$ cat src/source/csr_pkg.sv
`default_nettype none

package csr_pkg;

   // csr instruction operation, encoded like funct3[1:0]
   typedef enum logic [1:0] {
      CSR_RW = 2'd1,
      CSR_RS = 2'd2,
      CSR_RC = 2'd3
   } csr_op_e;

   // internal register select after address decode
   typedef enum logic [2:0] {
      IDX_MSTATUS = 3'd0,
      IDX_MIE     = 3'd1,
      IDX_MTVEC   = 3'd2,
      IDX_MEPC    = 3'd3,
      IDX_MCAUSE  = 3'd4,
      IDX_MIP     = 3'd5,
      IDX_NONE    = 3'd7
   } csr_idx_e;

   // machine mode csr addresses
   localparam logic [11:0] MSTATUS_ADDR = 12'h300;
   localparam logic [11:0] MIE_ADDR     = 12'h304;
   localparam logic [11:0] MTVEC_ADDR   = 12'h305;
   localparam logic [11:0] MEPC_ADDR    = 12'h341;
   localparam logic [11:0] MCAUSE_ADDR  = 12'h342;
   localparam logic [11:0] MIP_ADDR     = 12'h344;

   // bit positions
   localparam int unsigned MSTATUS_MIE  = 3;
   localparam int unsigned MSTATUS_MPIE = 7;
   localparam int unsigned MIE_MEIE     = 11;
   localparam int unsigned MIP_MEIP     = 11;

   // machine external interrupt cause, interrupt bit plus code 11
   localparam logic [31:0] MCAUSE_MEI   = 32'h8000_000b;

endpackage

`default_nettype wire
$ cat src/source/csr_trap_if.sv
`timescale 1ns/1ps
`default_nettype none

interface csr_trap_if #(
   parameter int unsigned DATA_W = 32
);

   // state from the register file
   logic                 glob_ie;   // mstatus.MIE
   logic                 ext_ie;    // mie.MEIE
   logic                 ext_ip;    // mip.MEIP
   logic [DATA_W-1:0]    mtvec;
   logic [DATA_W-1:0]    mepc;

   // commands from trap control
   logic                 enter;
   logic                 leave;
   logic [DATA_W-1:0]    epc;

   modport rf (
      output glob_ie, ext_ie, ext_ip, mtvec, mepc,
      input  enter, leave, epc
   );

   modport tc (
      input  glob_ie, ext_ie, ext_ip, mtvec, mepc,
      output enter, leave, epc
   );

endinterface

`default_nettype wire

$ cat src/source/csr_req_if.sv
`timescale 1ns/1ps
`default_nettype none

interface csr_req_if #(
   parameter int unsigned DATA_W = 32
);

   logic                 valid;     // one cycle strobe
   csr_pkg::csr_op_e     op;
   csr_pkg::csr_idx_e    idx;
   logic                 writable;
   logic [DATA_W-1:0]    wdata;

   modport dec (
      output valid, op, idx, writable, wdata
   );

   modport rf (
      input  valid, op, idx, writable, wdata
   );

endinterface

`default_nettype wire

$ cat src/source/csr_unit.sv
`timescale 1ns/1ps
`default_nettype none

module csr_unit #(
   parameter int unsigned DATA_W = 32
) (
   input  logic                  clk_i,
   input  logic                  e_intr,
   input  logic                  ext_irq_i,

   input  logic                  req_valid_i,
   input  csr_pkg::csr_op_e      req_op_i,
   input  logic [11:0]           req_addr_i,
   input  logic [DATA_W-1:0]     req_wdata_i,

   input  logic                  mret_i,
   input  logic [DATA_W-1:0]     pc_i,

   output logic                  rsp_valid_o,
   output logic [DATA_W-1:0]     rsp_rdata_o,
   output logic                  rsp_illegal_o,

   output logic                  redirect_o,
   output logic [DATA_W-1:0]     redirect_pc_o
);

   csr_req_if  #(.DATA_W(DATA_W)) req_bus ();
   csr_trap_if #(.DATA_W(DATA_W)) trap_bus ();

   csr_decode #(
      .DATA_W        (DATA_W)
   ) i_csr_decode (
      .clk_i         (clk_i),
      .e_intr        (e_intr),
      .req_valid_i   (req_valid_i),
      .req_op_i      (req_op_i),
      .req_addr_i    (req_addr_i),
      .req_wdata_i   (req_wdata_i),
      .req           (req_bus.dec)
   );

   csr_regs #(
      .DATA_W        (DATA_W)
   ) i_csr_regs (
      .clk_i         (clk_i),
      .e_intr        (e_intr),
      .ext_irq_i     (ext_irq_i),
      .req           (req_bus.rf),
      .trap          (trap_bus.rf),
      .rsp_valid_o   (rsp_valid_o),
      .rsp_rdata_o   (rsp_rdata_o),
      .rsp_illegal_o (rsp_illegal_o)
   );

   trap_ctrl #(
      .DATA_W        (DATA_W)
   ) i_trap_ctrl (
      .clk_i         (clk_i),
      .e_intr        (e_intr),
      .mret_i        (mret_i),
      .pc_i          (pc_i),
      .trap          (trap_bus.tc),
      .redirect_o    (redirect_o),
      .redirect_pc_o (redirect_pc_o)
   );

endmodule

`default_nettype wire

$ cat src/source/trap_ctrl.sv
`timescale 1ns/1ps
`default_nettype none

module trap_ctrl #(
   parameter int unsigned DATA_W = 32
) (
   input  logic                  clk_i,
   input  logic                  e_intr,
   input  logic                  mret_i,
   input  logic [DATA_W-1:0]     pc_i,
   csr_trap_if.tc                trap,
   output logic                  redirect_o,
   output logic [DATA_W-1:0]     redirect_pc_o
);

   logic                redirect_q;
   logic [DATA_W-1:0]   redirect_pc_q;
   logic                take_irq;

   // mret wins over a pending interrupt
   assign take_irq   = trap.glob_ie && trap.ext_ie && trap.ext_ip && !mret_i;

   assign trap.enter = take_irq;
   assign trap.leave = mret_i;
   assign trap.epc   = pc_i;    // pc saved into mepc on entry

   always_ff @(posedge clk_i or posedge e_intr) begin
      if (e_intr) begin
         redirect_q <= 1'b0;
      end else begin
         redirect_q <= take_irq || mret_i;
      end
   end

   always_ff @(posedge clk_i) begin
      if (take_irq) begin
         redirect_pc_q <= {trap.mtvec[DATA_W-1:2], 2'b00};    // direct mode only
      end else if (mret_i) begin
         redirect_pc_q <= trap.mepc;
      end
   end

   assign redirect_o    = redirect_q;
   assign redirect_pc_o = redirect_pc_q;

endmodule

`default_nettype wire

$ cat src/source/csr_regs.sv
`timescale 1ns/1ps
`default_nettype none

module csr_regs #(
   parameter int unsigned DATA_W = 32
) (
   input  logic                  clk_i,
   input  logic                  e_intr,
   input  logic                  ext_irq_i,
   csr_req_if.rf                 req,
   csr_trap_if.rf                trap,
   output logic                  rsp_valid_o,
   output logic [DATA_W-1:0]     rsp_rdata_o,
   output logic                  rsp_illegal_o
);

   // interrupt bit at the msb, exception code in the low bits
   localparam logic [DATA_W-1:0] CAUSE_MEI = {1'b1, {(DATA_W-1){1'b0}}}
                                            | DATA_W'(csr_pkg::MCAUSE_MEI[30:0]);

   logic [DATA_W-1:0]   mstatus_q;
   logic [DATA_W-1:0]   mie_q;
   logic [DATA_W-1:0]   mtvec_q;
   logic [DATA_W-1:0]   mepc_q;
   logic [DATA_W-1:0]   mcause_q;
   logic                meip_q;
   logic [DATA_W-1:0]   mip_val;

   logic [DATA_W-1:0]   old_val;
   logic [DATA_W-1:0]   new_val;
   logic                wr_en;

   logic                rsp_valid_q;
   logic                rsp_illegal_q;
   logic [DATA_W-1:0]   rsp_rdata_q;

   assign mip_val = DATA_W'(meip_q) << csr_pkg::MIP_MEIP;

   always_comb begin
      case (req.idx)
         csr_pkg::IDX_MSTATUS : old_val = mstatus_q;
         csr_pkg::IDX_MIE     : old_val = mie_q;
         csr_pkg::IDX_MTVEC   : old_val = mtvec_q;
         csr_pkg::IDX_MEPC    : old_val = mepc_q;
         csr_pkg::IDX_MCAUSE  : old_val = mcause_q;
         csr_pkg::IDX_MIP     : old_val = mip_val;
         default              : old_val = '0;
      endcase
   end

   always_comb begin
      case (req.op)
         csr_pkg::CSR_RS : new_val = old_val | req.wdata;
         csr_pkg::CSR_RC : new_val = old_val & ~req.wdata;
         default         : new_val = req.wdata;
      endcase
   end

   // skip the store when the result equals the old value
   assign wr_en = req.valid && req.writable && (new_val != old_val);

   always_ff @(posedge clk_i or posedge e_intr) begin
      if (e_intr) begin
         mstatus_q <= '0;
         mie_q     <= '0;
         mtvec_q   <= '0;
         mepc_q    <= '0;
         mcause_q  <= '0;
         meip_q    <= 1'b0;
      end else begin
         meip_q <= ext_irq_i;    // level sampled every edge
         if (wr_en) begin
            case (req.idx)
               csr_pkg::IDX_MSTATUS : mstatus_q <= new_val;
               csr_pkg::IDX_MIE     : mie_q     <= new_val;
               csr_pkg::IDX_MTVEC   : mtvec_q   <= new_val;
               csr_pkg::IDX_MEPC    : mepc_q    <= new_val;
               csr_pkg::IDX_MCAUSE  : mcause_q  <= new_val;
               default              : ;
            endcase
         end
         // trap updates come last so they win over a csr write
         if (trap.enter) begin
            mepc_q                         <= trap.epc;
            mcause_q                       <= CAUSE_MEI;
            mstatus_q[csr_pkg::MSTATUS_MPIE] <= mstatus_q[csr_pkg::MSTATUS_MIE];
            mstatus_q[csr_pkg::MSTATUS_MIE]  <= 1'b0;
         end else if (trap.leave) begin
            mstatus_q[csr_pkg::MSTATUS_MIE]  <= mstatus_q[csr_pkg::MSTATUS_MPIE];
            mstatus_q[csr_pkg::MSTATUS_MPIE] <= 1'b1;
         end
      end
   end

   always_ff @(posedge clk_i or posedge e_intr) begin
      if (e_intr) begin
         rsp_valid_q   <= 1'b0;
         rsp_illegal_q <= 1'b0;
      end else begin
         rsp_valid_q   <= req.valid;
         rsp_illegal_q <= req.valid && (req.idx == csr_pkg::IDX_NONE);
      end
   end

   always_ff @(posedge clk_i) begin
      if (req.valid) begin
         rsp_rdata_q <= old_val;    // zero for unknown address
      end
   end

   assign rsp_valid_o   = rsp_valid_q;
   assign rsp_illegal_o = rsp_illegal_q;
   assign rsp_rdata_o   = rsp_rdata_q;

   assign trap.glob_ie = mstatus_q[csr_pkg::MSTATUS_MIE];
   assign trap.ext_ie  = mie_q[csr_pkg::MIE_MEIE];
   assign trap.ext_ip  = meip_q;
   assign trap.mtvec   = mtvec_q;
   assign trap.mepc    = mepc_q;

endmodule

`default_nettype wire

$ cat src/source/csr_decode.sv
`timescale 1ns/1ps
`default_nettype none

module csr_decode #(
   parameter int unsigned DATA_W = 32
) (
   input  logic                  clk_i,
   input  logic                  e_intr,
   input  logic                  req_valid_i,
   input  csr_pkg::csr_op_e      req_op_i,
   input  logic [11:0]           req_addr_i,
   input  logic [DATA_W-1:0]     req_wdata_i,
   csr_req_if.dec                req
);

   csr_pkg::csr_idx_e   idx_d;
   logic                writable_d;

   always_comb begin
      writable_d = 1'b1;
      case (req_addr_i)
         csr_pkg::MSTATUS_ADDR : idx_d = csr_pkg::IDX_MSTATUS;
         csr_pkg::MIE_ADDR     : idx_d = csr_pkg::IDX_MIE;
         csr_pkg::MTVEC_ADDR   : idx_d = csr_pkg::IDX_MTVEC;
         csr_pkg::MEPC_ADDR    : idx_d = csr_pkg::IDX_MEPC;
         csr_pkg::MCAUSE_ADDR  : idx_d = csr_pkg::IDX_MCAUSE;
         csr_pkg::MIP_ADDR     : begin
            idx_d      = csr_pkg::IDX_MIP;
            writable_d = 1'b0;    // mip follows the irq line only
         end
         default               : begin
            idx_d      = csr_pkg::IDX_NONE;
            writable_d = 1'b0;
         end
      endcase
   end

   always_ff @(posedge clk_i or posedge e_intr) begin
      if (e_intr) begin
         req.valid <= 1'b0;
      end else begin
         req.valid <= req_valid_i;
      end
   end

   // fields only matter while valid is high
   always_ff @(posedge clk_i) begin
      if (req_valid_i) begin
         req.op       <= req_op_i;
         req.idx      <= idx_d;
         req.writable <= writable_d;
         req.wdata    <= req_wdata_i;
      end
   end

endmodule

`default_nettype wire

$ cat config.mk
export PLATFORM = sky130hd
export DESIGN_NAME = csr_unit
export DESIGN_NICKNAME = d
export VERILOG_FILES = /design/src/source/csr_pkg.sv /design/src/source/csr_trap_if.sv /design/src/source/csr_req_if.sv /design/src/source/csr_unit.sv /design/src/source/trap_ctrl.sv /design/src/source/csr_regs.sv /design/src/source/csr_decode.sv
export SDC_FILE = /design/constraint.sdc
export NUM_CORES = 1
export LEC_CHECK = 0
export BUFFER_PORTS_ARGS = -buffer_cell sky130_fd_sc_hd__buf_2
export CAP_MARGIN = 10
export CORE_UTILIZATION = 50
export CTS_CLUSTER_DIAMETER = 200
export CTS_CLUSTER_SIZE = 30
export DETAILED_ROUTE_END_ITERATION = 10
export GPL_TIMING_DRIVEN = 1
export HOLD_SLACK_MARGIN = 0.02
export PLACE_DENSITY_LB_ADDON = 0.08
export SYNTH_ARGS = -nofsm -noshare
export SYNTH_HDL_FRONTEND = slang
export SYNTH_HIERARCHICAL = 1
export SYNTH_SLANG_ARGS = --single-unit
$ cat constraint.sdc
create_clock -name clk_i -period 4.9 [get_ports clk_i]
set_input_delay 0.245 -clock clk_i [delete_from_list [all_inputs] [get_ports clk_i]]
set_output_delay 0.245 -clock clk_i [all_outputs]
set_load 0.01 [all_outputs]
# [Yosys cells after proc, flatten, opt, wreduce, memory -nomap -nowiden]
# Cells that the tools add are included.
[op_classes] add_sub_neg=0 multipliers=0 div_mod_pow=0 n_lt_le_gt_ge=0 n_eq_ne=15 n_shift=0 n_mux=18 bitwise_logic=3 reduce_logical=22
[ops] op="$mux 32" count=8
[ops] op="$pmux 32 s6" count=1
[ops] op="$eq 12x10->1 const B" count=6
[ops] op="$pmux 32 s2" count=1
[ops] op="$and 32x32->32" count=1
[ops] op="$ne 32x32->1" count=1
[ops] op="$not 32->32" count=1
[ops] op="$or 32x32->32" count=1
[ops] op="$pmux 3 s6" count=1
[ops] op="$mux 8" count=2
[ops] op="$reduce_and 2->1" count=6
[ops] op="$eq 3x3->1 const B" count=3
[ops] op="$reduce_bool 2->1" count=4
[ops] op="$eq 3x2->1 const B" count=2
[ops] op="$logic_and 1x1->1" count=6
[ops] op="$reduce_bool 3->1" count=2
[ops] op="$mux 1" count=5
[ops] op="$reduce_or 5->1" count=1
[ops] op="$eq 2x2->1 const B" count=2
[ops] op="$eq 3x1->1 const B" count=1
[ops] op="$logic_not 3->1" count=1
[ops] op="$logic_not 1->1" count=1
[ops] op="$logic_or 1x1->1" count=1
[totals] ff_bits=267 latch_bits=0 ram_bits=0 mem_bits_ro=0 output_inout_bits=67 wordCells=76 mem_count=0

# [Logic depth before layout (Yosys ltp)]
# Gate-level depths: netlist of the first run.
[depth] ltp_word=9 mapped_depth=15

# [Hierarchy]
# The synthesis of the first run kept the hierarchy.
[by_module_without_submodules] module="csr_regs" instances=1 cells_each=1010 area_per_inst_um2=10822.9 seq_area_each_um2=5039.8
[by_module_without_submodules] module="trap_ctrl" instances=1 cells_each=180 area_per_inst_um2=1870.5 seq_area_each_um2=965.9
[by_module_without_submodules] module="csr_decode" instances=1 cells_each=58 area_per_inst_um2=1298.7 seq_area_each_um2=1166.1

# [Worst setup path after synthesis of the first run]
# Ideal clock, no wire load.
[synth_timing] path_type="reg-to-reg" startpoint="register i_csr_decode.req.idx[1]" endpoint="register i_csr_regs.mcause_q[12]" setup_ps=125 arrival_time_ps=3246 required_time_ps=4775 path_slack_ps=1529 path_stages_with_launch=14 path_buffers=4 path_cell_list="edfxtp_1 buf_6 buf_6 buf_4 mux2i_1 o22ai_1 a21oi_1 o22ai_1 or4_1 a211oi_2 nand4_2 nand4_1 buf_2 mux2_2"
[synth_between] elab_chain_cells=8
[synth_lines] element="start, declared" line="csr_req_if.sv:15" rtl="output valid, op, idx, writable, wdata"
[synth_lines] element="start signal, assigned" line="csr_decode.sv:50" rtl="req.idx <= idx_d;"
[synth_lines] element="$eq 3x3->1 (tied with other cells)" line="csr_regs.sv:40" rtl="case (req.idx)"
[synth_lines] element="$pmux 32 s6" line="csr_regs.sv:40"
[synth_lines] element="$and 32x32->32 / $or 32x32->32 (equally long branches)" line="csr_regs.sv:54, csr_regs.sv:53"
[synth_lines] element="$pmux 32 s2" line="csr_regs.sv:52" rtl="case (req.op)"
[synth_lines] element="$ne 32x32->1" line="csr_regs.sv:60" rtl="assign wr_en = req.valid && req.writable && (new_val != old_val);"
[synth_lines] element="$logic_and 1x1->1" line="csr_regs.sv:60"
[synth_lines] element="$reduce_bool 2->1 (no source line)"
[synth_lines] element="$reduce_and 2->1 (no source line)"
[synth_lines] element="end signal, assigned" line="csr_regs.sv:78" rtl="csr_pkg::IDX_MCAUSE : mcause_q <= new_val;"
[synth_lines] element="end, declared" line="csr_regs.sv:25" rtl="logic [DATA_W-1:0] mcause_q;"
# Parallel ways exist; a longest one is shown, timed or not. The select of a mux whose other input is x is not followed.
# A chain may end at the register's enable or synchronous reset.

# [Worst setup path in the final report of the first run]
[layout_timing] startpoint="register i_csr_decode.req.idx[2]" endpoint="register i_csr_regs.mepc_q[18], in the netlist i_csr_regs/trap.mepc[18]"
[layout_between] elab_chain_cells=8
[layout_lines] element="$eq 3x3->1 (tied with other cells)" line="csr_regs.sv:40"
[layout_lines] element="$pmux 32 s6" line="csr_regs.sv:40"
[layout_lines] element="$and 32x32->32 / $or 32x32->32 (equally long branches)" line="csr_regs.sv:54, csr_regs.sv:53"
[layout_lines] element="$pmux 32 s2" line="csr_regs.sv:52"
[layout_lines] element="$ne 32x32->1" line="csr_regs.sv:60"
[layout_lines] element="$logic_and 1x1->1" line="csr_regs.sv:60"
[layout_lines] element="$reduce_bool 2->1 (no source line)"
[layout_lines] element="$reduce_and 2->1 (no source line)"
[layout_lines] element="end signal, assigned" line="csr_regs.sv:77" rtl="csr_pkg::IDX_MEPC : mepc_q <= new_val;"
[layout_lines] element="end signal, assigned" line="csr_regs.sv:84" rtl="mepc_q <= trap.epc;"
[layout_lines] element="end, declared" line="csr_regs.sv:24" rtl="logic [DATA_W-1:0] mepc_q;"
# Parallel ways exist; a longest one is shown, timed or not. The select of a mux whose other input is x is not followed.

==> run summary, run 1 <==
The clock group share of total power is 19.8%. The count of port buffers added during placement is 149. The area enclosed by the die boundary is 28,700 µm². After layout, the worst setup slack is 0.213 ns.

The root buffer cell is clkbuf_16. For this block, the initial DRC count from the detailed router was 987. The worst hold path terminates at i_csr_decode/req.idx[1].

After synthesis, the share of flip-flops with an asynchronous set or reset is 61.8%. The reported net switching power is 2.00 mW. The static power due to leakage is 6.92 nW.

The number of failing setup endpoints in the final timing report came out at 0. The internal power came out at 4.13 mW. The total count of max-transition violations in the final report came out at 0. Setup repair after global routing left no endpoint under its margin. The number of global-route vias before repair is 10,157. The initialized floorplan defines 60 standard-cell rows.

In the final layout, the share of cells above drive strength 1 is 21.1%. Static timing analysis puts the maximum clock frequency at 213 MHz. dfrtp_1 is the most common cell in the netlist. The critical path's slowest cell is a222oi_1.

The number of buffers and inverters on the critical path is 2. The top-level I/O count came out at 150. In this run the cell area of the synthesized design comes to 14,000 µm². The congestion estimate from routability-driven global placement came to 0.957. The total negative slack came out at 0 ns.

The global-route wire length before repair came out at 63,900 µm. The share of the Yosys chip area taken by registers is 51.3%. Timing analysis after detailed placement gives a worst setup slack of 0.399 ns. The critical path goes through buf_4, nor2_1, a222oi_1, mux2i_1, and2_1, a2111oi_2, and4_1, and4_1, buf_4, nor3_1, o31ai_1. The residual DRC count is 0.

The clock-pin slew of the registers on the worst-case setup and hold paths is 0.12 ns. Synthesis instantiated 81 different standard cells from the library. The final critical path takes up 95.6% of the cycle. The power density normalized to cell area came out at 385 nW/µm². After synthesis, the cell types taking the most area are dfrtp_1, edfxtp_1, mux2_1.

The worst setup path is launched from a flop. The count of maximum capacitance violations is 0. The largest single stage delay on the critical path is 1.21 ns. The worst setup skew after layout came out at 0.0263 ns. The initial antenna violation count came out at 1. The average wire per cell in the routed design is 23.5 µm. The number of hold-slack violations in the final timing report came out at 0. The net switching share of the total power came out at 32.7%.

For this run, the leading register cell type out of synthesis is dfrtp_1. The total inserted antenna cells came out at 0. The count of cells along the worst register-to-register path came out at 11. The deepest level of the CTS H-tree came out at 1. During synthesis, Yosys emitted a total of 6 warnings. The number of buffers created by CTS came out at 12. The class of the most critical setup path is reg -> reg. The number of enable-type register cells in the synthesized netlist came out at 100. Of all cell types, the one taking the most synthesized area is dfrtp_1. The CTS tree is yes.

For this configuration, the core starts out at a cell density of 51.5%. In this run the critical register-to-register path is captured at i_csr_regs/trap.mepc[18]. The final layout contains 1,486 nets. The sum of overflow across all layers after global routing is 0.

The critical path's top delay family is compound AO/OA/AOI/OAI gates. The arrival time reported for the critical path endpoint is 5.11 ns. The detailed-routing iteration count for the pre-antenna-repair pass is 5. Synthesis produced 1,248 cells. The floorplan die height is 169 µm. The residual antenna-violating net count after detailed routing came out at 0. The number of cells on the worst hold path is 3. The routed via count divided by cell count is 5.99. The transition time at the pin with the least slew margin came out at 1.42 ns. From synthesis to final layout, the design area changed by 13.7%. The average instance in the mapped netlist occupies 11.2 µm². The number of register bits inferred by synthesis came out at 267. The worst hold path belongs to the class in -> reg. The post-CTS setup buffer count is 0. The worst ir drop on vdd is 0.233 mV. Detailed placement ended at an HPWL of 29,000 µm. The critical path endpoint category is a flop. The number of buffers on the longest clock path is 3. In this run, the combinational gates consume 27.4% of the power. The worst hold slack is 0.0781 ns. The critical-path maximum fanout is 22. The via total after detailed routing is 10,670. The synthesized netlist net count came out at 1,331. The data required time at the worst endpoint came out at 5.32 ns.

The number of sinks handled by clock tree synthesis came out at 267. The relative max-transition margin is 5.15%. The floorplan die width came out at 169 µm. The startpoint identified for the worst hold timing path is req_addr_i[0]. Counting I/O delays and the setup requirement, the final critical path takes 4.69 ns. The sequential fraction of design power is 52.8%. The share of the core filled with cells came out at 58.5%.

Of the post-synthesis cell area, the dominant cell type holds 29.5%. The overall fraction of global-route tracks in use is 29.6%. The later-pin clock latency in the skew report came out at 0.51 ns. The flow ran to the end, and the final reports show no timing, DRC or antenna violations. The setup check on the worst reg-to-reg path leaves a slack of 0.21 ns. The core area is 27,200 µm².

The hold buffer count at CTS is 68. After filler insertion, the fill cell instance count of the layout stands at 2,351. In this run, post-CTS repair resized a total of 0 instances. By count the netlist is led by dfrtp_1, nand2_1, edfxtp_1. The origin of the critical flop-to-flop path is i_csr_decode/req.idx[2]. The aggregate routed wire length came out at 41,900 µm. The largest net degree at the start of global routing came out at 72.
[flip-flops by register name (all words and copies together) (netlist names), 2 cells and up]
| name | count |
|---|---|
| i_csr_decode/req.wdata | 32 |
| i_csr_regs/mcause_q | 32 |
| i_csr_regs/mie_q | 32 |
| i_csr_regs/mstatus_q | 32 |
| i_csr_regs/rsp_rdata_o | 32 |
| i_csr_regs/trap.mepc | 32 |
| i_csr_regs/trap.mtvec | 32 |
| i_trap_ctrl/redirect_pc_o | 32 |
| i_csr_decode/req.idx | 3 |
| i_csr_decode/req.op | 2 |
[cells in the final DEF (no fill, tap or decap), types with 31 or more instances in the layout]
| cell type | n |
|---|---|
| nand4_1 | 31 |
| nand2_1 | 136 |
| mux2i_1 | 58 |
| buf_2 | 149 |
| dfrtp_1 | 165 |
| o31ai_1 | 32 |
| dlygate4sd3_1 | 68 |
| a21oi_1 | 52 |
| inv_1 | 39 |
| buf_4 | 46 |
| mux2_2 | 34 |
| nor3_1 | 41 |
| mux2_1 | 62 |
| edfxtp_1 | 100 |
[power groups by stage]
stage / Clock (mW) / Sequential, mW / Combinational (mW)
after detailed placement: 0 / 3.27 / 1.61
after global placement: 0 / 3.26 / 1.59
after floorplan: 0 / 3.19 / 1.08
final: 1.21 / 3.24 / 1.68
after CTS: 1.24 / 3.22 / 1.66
after global routing: 1.31 / 3.29 / 1.83
[worst max-delay path by stage]
| stage | startpoint | endpoint | slack, ns | cells after the start |
|---|---|---|---|---|
| CTS | i_csr_decode/req.idx[2] | i_csr_regs/trap.mepc[18] | 0.36 | 10 |
| global route | i_csr_decode/req.idx[2] | i_csr_regs/mstatus_q[7] | 0.06 | 11 |
| global placement | i_csr_decode/req.idx[2] | i_csr_regs/trap.mepc[18] | 0.42 | 11 |
| detailed placement | i_csr_decode/req.idx[2] | i_csr_regs/trap.mepc[18] | 0.40 | 10 |
| finish | i_csr_decode/req.idx[2] | i_csr_regs/trap.mepc[18] | 0.21 | 11 |
| floorplan | e_intr | i_csr_regs/mcause_q[0] | 0.25 | 1 |
[cell type report]
type	count	area, µm²	area share, %
Multi-Input combinational cell	814	5910	37.1
Timing Repair Buffer	267	1850	11.6
Tap cell	372	465	2.93
Clock buffer	19	348	2.19
Inverter	41	159	0.999
Clock inverter	1	5.00	0.0315
Sequential cell	267	7170	45.1
[routing by layer]
layer	up-vias	routed length [µm]	track usage, %
li1	4817	-	-
met1	5293	20200	47.0
met5	-	0	0
met2	504	17700	42.3
met4	0	859	7.87
met3	56	3080	3.71
[kinds of logic (layout without fill, tap and decap cells)]
group,after synthesis,after routing,synth area share (%)
mux,183,183,15.0
flops,267,267,51.3
simple gates,363,363,13.7
xor+xnor,23,23,1.44
compound gates,245,245,11.8
buf+inv,167,328,6.67
[worst reg2reg max path, cell delays in order, from the launching register on]
cell and delay, ns:
edfxtp_1 0.72, buf_4 0.32, nor2_1 0.19, a222oi_1 1.21, mux2i_1 0.16, and2_1 0.21, a2111oi_2 0.38, and4_1 0.29
and4_1 0.40, buf_4 0.36, nor3_1 0.13, o31ai_1 0.23
[stage by stage]
step	power, mW	cell area [µm²]	instances
5_1_grt	6.43	15900	1781
3_5_place_dp	4.88	14900	1693
2_1_floorplan	4.27	14000	1248
3_3_place_gp	4.85	14900	1693
4_1_cts	6.13	15900	1781
6_report	6.13	15900	1781
Power figures use the tool's default switching activity.
==> run 2, diff against run 1 <==
--- a/config.mk
+++ b/config.mk
@@ -8,6 +8,7 @@
 export BUFFER_PORTS_ARGS = -buffer_cell sky130_fd_sc_hd__buf_2
 export CAP_MARGIN = 10
 export CORE_UTILIZATION = 50
+export CTS_BUF_LIST = sky130_fd_sc_hd__clkbuf_4
 export CTS_CLUSTER_DIAMETER = 200
 export CTS_CLUSTER_SIZE = 30
 export DETAILED_ROUTE_END_ITERATION = 10
==> run 2 against run 1 <==
Sequential power about the same; critical path depth up 1; cell count rose by 0.62%; wire length is 0.51% higher; maximum frequency up 1.3%; sequential cell count stayed put; worst setup slack improved by 0.059 ns; via count decreased by 0.15%; largest cell class unchanged.
==> run summary, run 2 (same netlist as run 1, synthesis figures left out) <==
The starting density of the core is 51.5% (unchanged). The relative max-transition margin is 10.6% (was 5.15%). The number of hold-slack violations in the final timing report came out at 0 (unchanged). The number of sinks handled by clock tree synthesis came to 267 (unchanged).

The root buffer cell is clkbuf_4 (was clkbuf_16). The overall fraction of global-route tracks in use is 29.7% (was 29.6%). The post-placement cell area is 14,900 µm² (unchanged). The power density normalized to cell area came out at 365 nW/µm² (was 385 nW/µm²). The fraction of final layout cells sized beyond drive strength 1 is 21.5% (was 21.1%). The clock-pin slew of the registers on the worst-case setup and hold paths came out at 0.31 ns (was 0.12 ns). The number of buffers and inverters on the critical path is 3 (was 2). The post-route minimum period came out at 4.63 ns (was 4.69 ns).

The CTS tree is yes (unchanged). The floorplan die width was 169 µm (unchanged). The biggest cell delay along the critical path came out at 1.05 ns (was 1.21 ns). The number of global-route vias before repair is 10,183 (was 10,157). The critical path endpoint category is a flop (unchanged). The kind of path behind the tightest hold check is in -> reg (unchanged).

The number of buffers created by CTS is 12 (unchanged). The data required time at the worst endpoint came out at 5.53 ns (was 5.32 ns). The static power due to leakage is 6.87 nW (was 6.92 nW). The hold buffer count at CTS is 75 (was 68). The most common cell after layout, fill and taps aside is dfrtp_1 (unchanged). The transition time at the pin with the least slew margin was 1.34 ns (was 1.42 ns). The fill cell total of the finished layout came out at 2,369 (was 2,351). The residual DRC count is 0 (unchanged). The largest net degree at the start of global routing came out at 72 (unchanged). The routed via count divided by cell count was 5.95 (was 5.99).

The routability congestion estimate came out at 0.957 (unchanged). The number of failing setup endpoints in the final timing report was 0 (unchanged). The met1 wire length came out at 20,100 µm (was 20,200 µm). The core area was 27,200 µm² (unchanged).

Commonest cells after routing, fill and taps aside: dfrtp_1, buf_2, nand2_1 (unchanged). The post-CTS resize count was 0 (unchanged). The via total after detailed routing is 10,654 (was 10,670). The number of buffers on the longest clock path is 3 (unchanged). The worst setup skew after layout came out at 0.0635 ns (was 0.0263 ns). The floorplan die height came to 169 µm (unchanged). The final critical-path share of the clock period was 94.4% (was 95.6%). The arrival time reported for the critical path endpoint is 5.26 ns (was 5.11 ns). In this design, the critical path's most frequently occurring cell is buf_4. The initial antenna violation count came out at 3 (was 1). The area added between synthesis and finish is 12.8% (was 13.7%). The net count of the finished layout is 1,493 (was 1,486). Cell chain of the critical path: buf_4, nor2b_1, buf_4, a222oi_1, mux2i_1, and2_1, a2111oi_2, and4_1, and4_1, buf_4, nor3_1, o31ai_1 (was buf_4, nor2_1, a222oi_1, mux2i_1, and2_1, a2111oi_2, and4_1, and4_1, buf_4, nor3_1, o31ai_1). The sequential fraction of design power came out at 56.1% (was 52.8%). The detailed-routing iteration count for the pre-antenna-repair pass came to 6 (was 5). The residual antenna-violating net count after detailed routing is 0 (unchanged). The average wire per cell in the routed design is 23.5 µm (about the same). The DRC marker count from the first detailed-route iteration is 1,005 (was 987). The class of the most critical setup path is reg -> reg (unchanged).

The total count of max-transition violations in the final report came out at 0 (unchanged). The net switching share of the total power was 34.0% (was 32.7%). The timing-limited maximum frequency came to 216 MHz (was 213 MHz). The post-CTS setup buffer count came to 0 (unchanged). Run status: complete, no violations (unchanged). The count of maximum capacitance violations is 0 (unchanged). The critical path's top delay family is compound AO/OA/AOI/OAI gates (unchanged). The reported net switching power came out at 1.96 mW (was 2.00 mW). The final design instance area without fill is 15,800 µm² (was 15,900 µm²). The top metal layer carrying routed signals is met5 (was met4). The sort of element at the start of the critical path is a flop (unchanged).

The internal power came to 3.80 mW (was 4.13 mW). The top-level I/O count is 150 (unchanged). The clock group share of total power was 14.6% (was 19.8%). The later-pin clock latency in the skew report came out at 0.74 ns (was 0.51 ns). The sum of overflow across all layers after global routing is 0 (unchanged). The area enclosed by the die boundary is 28,700 µm² (unchanged). The critical path's slowest cell was a222oi_1 (unchanged). The worst ir drop on vdd came out at 0.260 mV (was 0.233 mV). The deepest level of the CTS H-tree came out at 1 (unchanged). The global-route wire length before repair came out at 64,000 µm (was 63,900 µm). The critical-path maximum fanout came out at 22 (unchanged). The total negative slack came out at 0 ns (unchanged). The half-perimeter wire length after detailed placement is 29,000 µm (unchanged). The count of port buffers added during placement was 149 (unchanged). The routed length on met2 is 17,800 µm (was 17,700 µm).

The row count is 60 (unchanged). The wire length on met3 is 3260 µm (was 3080 µm). The aggregate routed wire length came out at 42,100 µm (was 41,900 µm). Unrepaired setup endpoints after global routing: false (unchanged).

The share of power burned in combinational logic is 29.2% (was 27.4%).
-- run 2: changes by cell type in the layout (fill, tap and decap cells not counted), sizes merged --
| cell | delta |
|---|---|
| diode | +4 |
| dlygate4sd3 | +7 |
-- run 2: layout make-up --
type / count / area (µm²) / area share [%]
Inverter: 41 / 159 / 1.01
Multi-Input combinational cell: 814 / 5910 / 37.4
Timing Repair Buffer: 274 / 1920 / 12.2
Tap cell: 372 / 465 / 2.95
Clock inverter: 1 / 5.00 / 0.0317
Antenna cell: 4 / 10.0 / 0.0634
Sequential cell: 267 / 7170 / 45.4
Clock buffer: 19 / 143 / 0.904
-- run 2: final timing paths --
path,startpoint,endpoint,slack [ns],cells after the start
worst max register to register,i_csr_decode/req.idx[0],i_csr_regs/trap.mepc[6],0.27,12
worst min-delay path,req_addr_i[9],i_csr_decode/req.idx[0],0.06,3
worst min register to register,i_csr_regs/mie_q[9],i_csr_regs/mie_q[9],0.53,1
worst max-delay path,i_csr_decode/req.idx[0],i_csr_regs/trap.mepc[6],0.27,12
min in group asynchronous,e_intr,i_csr_regs/mcause_q[13],0.14,3
max in group asynchronous,e_intr,i_csr_regs/mstatus_q[13],3.58,4
-- run 2: power by group through the flow --
stage                     registers (mW)  logic [mW]  clock network [mW]
final                               3.23        1.68               0.842
after global routing                3.29        1.83               0.932
after CTS                           3.22        1.67               0.871
after detailed placement            3.27        1.61                   0
after global placement              3.26        1.59                   0
after floorplan                     3.19        1.08                   0
-- run 2: metal layers --
layer	track usage (%)	vias up
li1	-	4841
met1	47.2	5260
met2	42.3	482
met3	3.66	67
met4	7.72	4
met5	0	-
-- run 2: worst register-to-register path: stages, from the launching register on --
cell and delay, ns:
edfxtp_1 0.73, buf_4 0.29, nor2b_1 0.15, buf_4 0.19, a222oi_1 1.06, mux2i_1 0.16
and2_1 0.21, a2111oi_2 0.38, and4_1 0.29, and4_1 0.41, buf_4 0.36, nor3_1 0.11
o31ai_1 0.23
-- run 2: metrics by stage --
| stage | cells | hold slack [ns] | util, % | power (mW) | setup slack [ns] |
|---|---|---|---|---|---|
| floorplan | 1248 | -0.0263 | - | 4.27 | 0.250 |
| global placement | 1693 | 0.135 | 54.7 | 4.85 | 0.420 |
| detailed placement | 1693 | 0.148 | 54.7 | 4.88 | 0.399 |
| CTS | 1788 | 0.0231 | 58.0 | 5.76 | 0.346 |
| global route | 1792 | 0.0479 | 58.1 | 6.05 | 0.0403 |
| finish | 1792 | 0.0576 | 58.1 | 5.76 | 0.272 |
